**src/hw/addmul_pkg.sv**
```systemverilog
package addmul_pkg;

  // --------------------------------------------------------------------------
  // AXI4-Lite control port
  // --------------------------------------------------------------------------

  localparam int AXIL_ADDR_BITS = 4;
  localparam int AXIL_DATA_BITS = 32;
  localparam int AXIL_STRB_BITS = AXIL_DATA_BITS / 8;

  // Response code, only OKAY is ever returned
  localparam logic [1:0] RESP_OKAY = 2'b00;

  // Register map, index taken from address bits [3:2]
  localparam int REG_IDX_LSB  = 2;
  localparam int REG_IDX_BITS = 2;
  localparam int N_REGS       = 2;
  localparam int MUL_FACT_REG = 0;
  localparam int ADD_FACT_REG = 1;

  // --------------------------------------------------------------------------
  // Data stream
  // --------------------------------------------------------------------------

  localparam int N_LANES     = 4;
  localparam int LANE_BITS   = 32;
  localparam int FACTOR_BITS = 16;

  typedef logic [N_LANES-1:0][LANE_BITS-1:0] lane_vec_t;

  typedef struct packed {
    lane_vec_t data;
    logic      last;
  } beat_t;

  // Master to slave
  typedef struct packed {
    logic [AXIL_ADDR_BITS-1:0] awaddr;
    logic                      awvalid;
    logic [AXIL_DATA_BITS-1:0] wdata;
    logic [AXIL_STRB_BITS-1:0] wstrb;
    logic                      wvalid;
    logic                      bready;
    logic [AXIL_ADDR_BITS-1:0] araddr;
    logic                      arvalid;
    logic                      rready;
  } axil_req_t;

  // Slave to master
  typedef struct packed {
    logic                      awready;
    logic                      wready;
    logic [1:0]                bresp;
    logic                      bvalid;
    logic                      arready;
    logic [AXIL_DATA_BITS-1:0] rdata;
    logic [1:0]                rresp;
    logic                      rvalid;
  } axil_rsp_t;

endpackage

```
**src/hw/stream_slice.sv**
```systemverilog
module stream_slice #(
  parameter type data_t = logic
) (
  input  logic  aclk,
  input  logic  aresetn,
  input  data_t in_data,
  input  logic  in_valid,
  output logic  in_ready,
  output data_t out_data,
  output logic  out_valid,
  input  logic  out_ready
);

  data_t main_q;
  data_t skid_q;
  logic  main_valid_q;
  logic  skid_valid_q;
  logic  in_ready_q;

  logic  in_fire;
  logic  main_load;
  logic  skid_load;

  assign in_fire = in_valid && in_ready_q;

  // Output register can take a new beat when empty or draining
  assign main_load = !main_valid_q || out_ready;

  // Stalled output, incoming beat parks in the skid entry
  assign skid_load = !main_load && in_fire;

  always_ff @(posedge aclk or negedge aresetn)
  begin
    if (!aresetn)
    begin
      main_valid_q <= 1'b0;
      skid_valid_q <= 1'b0;
      in_ready_q   <= 1'b0;
    end
    else
    begin
      if (main_load)
      begin
        main_valid_q <= skid_valid_q || in_fire;
        skid_valid_q <= 1'b0;
        in_ready_q   <= 1'b1;
      end
      else if (skid_load)
      begin
        skid_valid_q <= 1'b1;
        in_ready_q   <= 1'b0;
      end
      else
      begin
        in_ready_q <= !skid_valid_q;
      end
    end
  end

  // Payload, skid entry takes priority over the input
  always_ff @(posedge aclk)
  begin
    if (main_load)
    begin
      main_q <= skid_valid_q ? skid_q : in_data;
    end
    if (skid_load)
    begin
      skid_q <= in_data;
    end
  end

  assign in_ready  = in_ready_q;
  assign out_data  = main_q;
  assign out_valid = main_valid_q;

endmodule

```
**src/hw/addmul_cnfg_slave.sv**
```systemverilog
module addmul_cnfg_slave (
  input  logic                                aclk,
  input  logic                                aresetn,
  input  addmul_pkg::axil_req_t               axil_req,
  output addmul_pkg::axil_rsp_t               axil_rsp,
  output logic [addmul_pkg::FACTOR_BITS-1:0]  mul_factor,
  output logic [addmul_pkg::FACTOR_BITS-1:0]  add_factor
);

  // --------------------------------------------------------------------------
  // Declarations
  // --------------------------------------------------------------------------

  // Write channel state
  logic [addmul_pkg::AXIL_ADDR_BITS-1:0] awaddr_q;
  logic                                  awready_q;
  logic                                  wready_q;
  logic                                  bvalid_q;
  logic                                  aw_en_q;

  // Read channel state
  logic [addmul_pkg::AXIL_ADDR_BITS-1:0] araddr_q;
  logic                                  arready_q;
  logic                                  rvalid_q;
  logic [addmul_pkg::AXIL_DATA_BITS-1:0] rdata_q;

  // Factor registers
  logic [addmul_pkg::N_REGS-1:0][addmul_pkg::AXIL_DATA_BITS-1:0] slv_reg;

  logic [addmul_pkg::REG_IDX_BITS-1:0] wr_idx;
  logic [addmul_pkg::REG_IDX_BITS-1:0] rd_idx;
  logic                                slv_reg_wren;
  logic                                slv_reg_rden;

  assign wr_idx = awaddr_q[addmul_pkg::REG_IDX_LSB +: addmul_pkg::REG_IDX_BITS];
  assign rd_idx = araddr_q[addmul_pkg::REG_IDX_LSB +: addmul_pkg::REG_IDX_BITS];

  // --------------------------------------------------------------------------
  // Write path
  // --------------------------------------------------------------------------

  // Address and data are taken together; aw_en holds off the next write
  // until the B response has been consumed
  always_ff @(posedge aclk or negedge aresetn)
  begin
    if (!aresetn)
    begin
      awready_q <= 1'b0;
      wready_q  <= 1'b0;
      awaddr_q  <= '0;
      aw_en_q   <= 1'b1;
    end
    else
    begin
      if (!awready_q && axil_req.awvalid && axil_req.wvalid && aw_en_q)
      begin
        awready_q <= 1'b1;
        wready_q  <= 1'b1;
        awaddr_q  <= axil_req.awaddr;
        aw_en_q   <= 1'b0;
      end
      else
      begin
        awready_q <= 1'b0;
        wready_q  <= 1'b0;
        if (axil_req.bready && bvalid_q)
        begin
          aw_en_q <= 1'b1;
        end
      end
    end
  end

  assign slv_reg_wren = awready_q && axil_req.awvalid && wready_q && axil_req.wvalid;

  always_ff @(posedge aclk or negedge aresetn)
  begin
    if (!aresetn)
    begin
      bvalid_q <= 1'b0;
    end
    else if (slv_reg_wren && !bvalid_q)
    begin
      bvalid_q <= 1'b1;
    end
    else if (axil_req.bready && bvalid_q)
    begin
      bvalid_q <= 1'b0;
    end
  end

  // Byte strobed update, unmapped indices fall through untouched
  always_ff @(posedge aclk or negedge aresetn)
  begin
    if (!aresetn)
    begin
      slv_reg <= '0;
    end
    else if (slv_reg_wren)
    begin
      for (int r = 0; r < addmul_pkg::N_REGS; r++)
      begin
        if (wr_idx == r)
        begin
          for (int i = 0; i < addmul_pkg::AXIL_STRB_BITS; i++)
          begin
            if (axil_req.wstrb[i])
            begin
              slv_reg[r][i*8 +: 8] <= axil_req.wdata[i*8 +: 8];
            end
          end
        end
      end
    end
  end

  assign mul_factor = slv_reg[addmul_pkg::MUL_FACT_REG][addmul_pkg::FACTOR_BITS-1:0];
  assign add_factor = slv_reg[addmul_pkg::ADD_FACT_REG][addmul_pkg::FACTOR_BITS-1:0];

  // --------------------------------------------------------------------------
  // Read path
  // --------------------------------------------------------------------------

  // No new address while a read response is still pending
  always_ff @(posedge aclk or negedge aresetn)
  begin
    if (!aresetn)
    begin
      arready_q <= 1'b0;
      araddr_q  <= '0;
    end
    else if (!arready_q && axil_req.arvalid && !rvalid_q)
    begin
      arready_q <= 1'b1;
      araddr_q  <= axil_req.araddr;
    end
    else
    begin
      arready_q <= 1'b0;
    end
  end

  assign slv_reg_rden = arready_q && axil_req.arvalid && !rvalid_q;

  always_ff @(posedge aclk or negedge aresetn)
  begin
    if (!aresetn)
    begin
      rvalid_q <= 1'b0;
    end
    else if (slv_reg_rden)
    begin
      rvalid_q <= 1'b1;
    end
    else if (rvalid_q && axil_req.rready)
    begin
      rvalid_q <= 1'b0;
    end
  end

  // Read data held until rready
  always_ff @(posedge aclk)
  begin
    if (slv_reg_rden)
    begin
      case (rd_idx)
        addmul_pkg::MUL_FACT_REG: rdata_q <= slv_reg[addmul_pkg::MUL_FACT_REG];
        addmul_pkg::ADD_FACT_REG: rdata_q <= slv_reg[addmul_pkg::ADD_FACT_REG];
        default:                  rdata_q <= '0;
      endcase
    end
  end

  // --------------------------------------------------------------------------
  // Response bundle
  // --------------------------------------------------------------------------

  always_comb
  begin
    axil_rsp.awready = awready_q;
    axil_rsp.wready  = wready_q;
    axil_rsp.bresp   = addmul_pkg::RESP_OKAY;
    axil_rsp.bvalid  = bvalid_q;
    axil_rsp.arready = arready_q;
    axil_rsp.rdata   = rdata_q;
    axil_rsp.rresp   = addmul_pkg::RESP_OKAY;
    axil_rsp.rvalid  = rvalid_q;
  end

endmodule

```
**src/hw/addmul_mul_stage.sv**
```systemverilog
module addmul_mul_stage (
  input  logic                               aclk,
  input  logic                               aresetn,
  input  logic [addmul_pkg::FACTOR_BITS-1:0] mul_factor,
  input  addmul_pkg::beat_t                  s_beat,
  input  logic                               s_valid,
  output logic                               s_ready,
  output addmul_pkg::beat_t                  m_beat,
  output logic                               m_valid,
  input  logic                               m_ready
);

  logic [addmul_pkg::LANE_BITS-1:0] factor_ext;
  addmul_pkg::beat_t                prod_beat;

  assign factor_ext = {{(addmul_pkg::LANE_BITS - addmul_pkg::FACTOR_BITS){1'b0}}, mul_factor};

  // Product per lane, low 32 bits kept
  always_comb
  begin
    prod_beat.last = s_beat.last;
    for (int i = 0; i < addmul_pkg::N_LANES; i++)
    begin
      prod_beat.data[i] = s_beat.data[i] * factor_ext;
    end
  end

  // Factor is captured with the beat on acceptance
  stream_slice #(
    .data_t (addmul_pkg::beat_t)
  ) u_slice (
    .aclk      (aclk),
    .aresetn   (aresetn),
    .in_data   (prod_beat),
    .in_valid  (s_valid),
    .in_ready  (s_ready),
    .out_data  (m_beat),
    .out_valid (m_valid),
    .out_ready (m_ready)
  );

endmodule

```
**src/hw/addmul_add_stage.sv**
```systemverilog
module addmul_add_stage (
  input  logic                               aclk,
  input  logic                               aresetn,
  input  logic [addmul_pkg::FACTOR_BITS-1:0] add_factor,
  input  addmul_pkg::beat_t                  s_beat,
  input  logic                               s_valid,
  output logic                               s_ready,
  output addmul_pkg::beat_t                  m_beat,
  output logic                               m_valid,
  input  logic                               m_ready
);

  logic [addmul_pkg::LANE_BITS-1:0] factor_ext;
  addmul_pkg::beat_t                sum_beat;

  assign factor_ext = {{(addmul_pkg::LANE_BITS - addmul_pkg::FACTOR_BITS){1'b0}}, add_factor};

  // Sum per lane, carry out of bit 31 dropped
  always_comb
  begin
    sum_beat.last = s_beat.last;
    for (int i = 0; i < addmul_pkg::N_LANES; i++)
    begin
      sum_beat.data[i] = s_beat.data[i] + factor_ext;
    end
  end

  // Output register of the pipeline
  stream_slice #(
    .data_t (addmul_pkg::beat_t)
  ) u_slice (
    .aclk      (aclk),
    .aresetn   (aresetn),
    .in_data   (sum_beat),
    .in_valid  (s_valid),
    .in_ready  (s_ready),
    .out_data  (m_beat),
    .out_valid (m_valid),
    .out_ready (m_ready)
  );

endmodule

```
**src/hw/addmul_top.sv**
```systemverilog
module addmul_top (
  input  logic                  aclk,
  input  logic                  aresetn,
  input  addmul_pkg::axil_req_t axil_req,
  output addmul_pkg::axil_rsp_t axil_rsp,
  input  addmul_pkg::beat_t     s_beat,
  input  logic                  s_valid,
  output logic                  s_ready,
  output addmul_pkg::beat_t     m_beat,
  output logic                  m_valid,
  input  logic                  m_ready
);

  logic [addmul_pkg::FACTOR_BITS-1:0] mul_factor;
  logic [addmul_pkg::FACTOR_BITS-1:0] add_factor;

  // Between multiply and add
  addmul_pkg::beat_t mid_beat;
  logic              mid_valid;
  logic              mid_ready;

  addmul_cnfg_slave u_cnfg (
    .aclk       (aclk),
    .aresetn    (aresetn),
    .axil_req   (axil_req),
    .axil_rsp   (axil_rsp),
    .mul_factor (mul_factor),
    .add_factor (add_factor)
  );

  addmul_mul_stage u_mul (
    .aclk       (aclk),
    .aresetn    (aresetn),
    .mul_factor (mul_factor),
    .s_beat     (s_beat),
    .s_valid    (s_valid),
    .s_ready    (s_ready),
    .m_beat     (mid_beat),
    .m_valid    (mid_valid),
    .m_ready    (mid_ready)
  );

  addmul_add_stage u_add (
    .aclk       (aclk),
    .aresetn    (aresetn),
    .add_factor (add_factor),
    .s_beat     (mid_beat),
    .s_valid    (mid_valid),
    .s_ready    (mid_ready),
    .m_beat     (m_beat),
    .m_valid    (m_valid),
    .m_ready    (m_ready)
  );

endmodule

```
**config.mk**
```make
export PLATFORM = sky130hd
export DESIGN_NAME = addmul_top
export DESIGN_NICKNAME = d
export VERILOG_FILES = /design/src/hw/addmul_pkg.sv /design/src/hw/stream_slice.sv /design/src/hw/addmul_cnfg_slave.sv /design/src/hw/addmul_mul_stage.sv /design/src/hw/addmul_add_stage.sv /design/src/hw/addmul_top.sv
export SDC_FILE = /design/constraint.sdc
export NUM_CORES = 2
export LEC_CHECK = 0
export BUFFER_PORTS_ARGS = -buffer_cell sky130_fd_sc_hd__buf_2
export CORE_UTILIZATION = 45
export DETAILED_ROUTE_END_ITERATION = 16
export PLACE_DENSITY = 0.7
export SYNTH_ARGS = -nofsm -noshare
export SYNTH_HDL_FRONTEND = slang
export SYNTH_SLANG_ARGS = --single-unit
export TNS_END_PERCENT = 10
```
**constraint.sdc**
```tcl
create_clock -name aclk -period 16.65 [get_ports aclk]
set_input_delay 3.33 -clock aclk [delete_from_list [all_inputs] [get_ports aclk]]
set_output_delay 3.33 -clock aclk [all_outputs]
set_load 0.005 [all_outputs]
```
==> impl_metrics.py <==
metrics = {
    "die": {
        "start_util": 0.454,
        "die_w_um": 405,
        "coreArea_mm2": 0.161,
        "dieArea_mm2": 0.164,
        "ios": 354,
        "core.rowCount": 147,
        "die_h_um": 405,
    },
    "place": {
        "place.gp.congestion": 0.870,
        "dp_hpwl_mm": 139,
        "postPlaceCellArea_mm2": 0.0765,
        "post-place-cells": 9286,
        "port_buffers": 345,
    },
    "sta": {
        "setup_viol": 0,
        "finalCritPeriodShare": 0.566,
        "clock_skew_ns": 0.0470,
        "min_period_ns": 9.43,
        "rsz0062_at_grt": "false",
        "finalMaxSlewViolations": 0,
        "tns_ns": 0,
        "hold_violations": 0,
        "fmaxAchievable_mhz": 106,
        "max-slew-margin-rel": 0.257,
        "worst_pin_slew_ns": 1.11,
    },
    "finish": {
        "syn2layout_area_growth_pct": 8.18,
        "final_cells": 9447,
        "fin_nets": 8925,
        "fin_area_mm2": 0.0789,
        "drive_gt1_frac": 0.119,
        "fin_util": 0.491,
    },
    "setup_path": {
        "start_kind": "input pin",
        "worstPathMaxFanout": 16,
        "crit_arrival_ns": 9.81,
        "cp.required_ns": 17.03,
        "r2r_slack_ns": 8.23,
        "worstSetupEndpointType": "flop",
        "criticalPathCategory": "in -> reg",
    },
    "drt": {
        "wl_mm": 186,
        "wl_per_cell_um": 19.7,
        "via_per_inst": 5.26,
        "drtIter0Drc": 3366,
        "drtAntennaViolNets": 0,
        "drc": 0,
        "dr_total_vias": 49737,
        "first_pass_iters": 6,
    },
    "cts": {
        "cts_tree": "yes",
        "postCtsHoldBufs": 0,
        "cts_resized": 0,
        "clkSlewWorstSetupHoldPaths_ns": 0.06,
        "post_cts_buffers": 0,
        "clk_latency_ns": 0.69,
        "h-tree-depth": 3,
        "clockBufferDepth": 3,
        "clock_sinks": 627,
        "cts_root_buf": "clkbuf_16",
        "cts_made_buffers": 71,
    },
    "yosys": {
        "ys_seq_area_frac": 0.253,
        "yosysWarnings": 0,
        "syn_area_per_cell_um2": 10.3,
        "synth_area_mm2": 0.0730,
        "synth-seq-cells": 627,
        "synth_edf_count": 548,
        "synthArstFlopShare": 0.126,
        "synth_flop_cell": "edfxtp_1",
        "synth.distinct_cells": 93,
        "syn_inst": 7069,
    },
    "global_routing": {
        "grt_pass1_vias": 53834,
        "grt_pass1_wl_mm": 297,
        "antenna_found_initial": 64,
        "grt_overflow": 0,
        "grt_max_degree": 75,
        "grt_use_total": 0.233,
    },
    "power_and_ir_drop": {
        "power_leakage_nw": 36.6,
        "peakVddDrop_uv": 61.9,
        "power.density_mw_per_mm2": 56.8,
    },
    "min_path": {
        "holdCritPathClass": "reg -> reg",
    },
    "status": {
        "status": "completed",
    },
    "job": {
        "drv_cap": 0,
    },
}
area by class of cell:
class                      instances  area (um2)
tap                             2160        2700
antenna                           33        82.6
clock inverter                    36         437
inverter                        1380        5180
clock buffer                      92        1890
sequential                       627       18500
fill                           14512       81800
timing repair buffer             389        2060
multi-input combinational       4730       48100
worst paths after layout:
path,from,endpoint,cells past startpoint
worst min-delay path,u_mul.u_slice.out_data[0],u_add.u_slice.skid_q[0],0
max in group asynchronous,aresetn,u_cnfg.mul_factor[3],2
worst min register to register,u_mul.u_slice.out_data[0],u_add.u_slice.skid_q[0],0
worst max-delay path,s_beat[72],u_mul.u_slice.out_data[96],22
worst max register to register,u_cnfg.mul_factor[2],u_mul.u_slice.out_data[64],20
min in group asynchronous,aresetn,u_add.u_slice.skid_valid_q,1
power breakdown:
group | total [mW] | switching (mW) | leakage [nW] | internal, mW
sequential | 2.19 | 0.111 | 6.72 | 2.07
clock | 1.57 | 0.689 | 1.12 | 0.881
combinational | 0.729 | 0.435 | 28.7 | 0.295
total | 4.48 | 1.23 | 36.6 | 3.25
metrics by stage:
stage | total power [mW] | setup WS [ns] | hold slack, ns
finish | 4.48 | 7.22 | 0.461
global route | 4.67 | 6.90 | 0.488
CTS | 4.54 | 7.41 | 0.475
detailed placement | 2.96 | 6.72 | 0.460
global placement | 2.93 | 6.79 | 0.433
floorplan | 2.64 | 2.90 | 0.422
cell families (layout without fill, tap and decap cells):
logic type | count (synthesis) | after routing | synth area share
and+or+nand+nor | 2050 | 2050 | 0.133
DFF | 627 | 627 | 0.253
buffers and inverters | 1715 | 1897 | 0.0887
other | 1 | 37 | 0.0000514
xor gates and xnor gates | 324 | 324 | 0.0389
muxes | 346 | 346 | 0.0528
adders and majority gates | 1544 | 1544 | 0.390
AOI/OAI and AO/OA | 462 | 462 | 0.0439
synth_stat cells (all sizes together), types with 20 or more instances:
cell | count | area [um2]
a211oi | 24 | 185
a21oi | 117 | 589
nand2b | 20 | 125
mux2 | 311 | 3500
mux2i | 35 | 350
clkbuf | 312 | 1170
dfrtp | 78 | 1950
nand3 | 43 | 220
buf | 23 | 123
edfxtp | 548 | 16500
inv | 1380 | 5180
nor3 | 29 | 145
fa | 1220 | 24400
and2 | 595 | 3720
o21ai | 84 | 424
a21o | 66 | 498
xnor2 | 232 | 2030
xor2 | 92 | 806
nand2 | 1084 | 4070
nor2 | 172 | 646
and3 | 32 | 201
ha | 324 | 4050
o21a | 41 | 308
critical path: stages:
cell	delay (ns)
buf_2	0.35
nand2_1	0.14
fa_1	0.57
inv_1	0.05
fa_1	0.50
inv_1	0.05
fa_1	0.52
inv_1	0.05
fa_1	0.45
fa_1	0.49
inv_1	0.05
fa_1	0.47
inv_1	0.04
ha_1	0.36
nand3_1	0.18
nor4_2	0.49
o211ai_2	0.16
a211oi_1	0.43
o21ai_0	0.21
a21oi_1	0.29
nor3_1	0.12
o31ai_1	0.48
routing by layer:
metal / up-vias / part of all wire / wire length, um / track usage
li1: 22006 / - / - / -
met1: 25601 / 0.40 / 74400 / 0.298
met2: 1680 / 0.48 / 89700 / 0.386
met3: 390 / 0.077 / 14400 / 0.0482
met4: 60 / 0.037 / 6880 / 0.0940
met5: - / 0.0019 / 362 / 0
layout by cell type (no fill, tap or decap), drive strengths merged, types with 10 or more instances in the layout:
cell type and count:
inv 1386, fa 1220, nand2 1084, and2 595, edfxtp 548, buf 389
ha 324, mux2 311, xnor2 232, nor2 172, a21oi 117, xor2 92
clkbuf 92, o21ai 84, dfrtp 78, a21o 66, nand3 43, o21a 41
mux2i 35, diode 33, and3 32, nor3 29, a211oi 24, clkinv 24
nand2b 20, o21bai 17, nor2b 16, a31oi 13, a21boi 12, o31ai 12
nand4 11, nor3b 11, a211o 10, or3 10, o211ai 10
(Power assumes the default switching activity.)
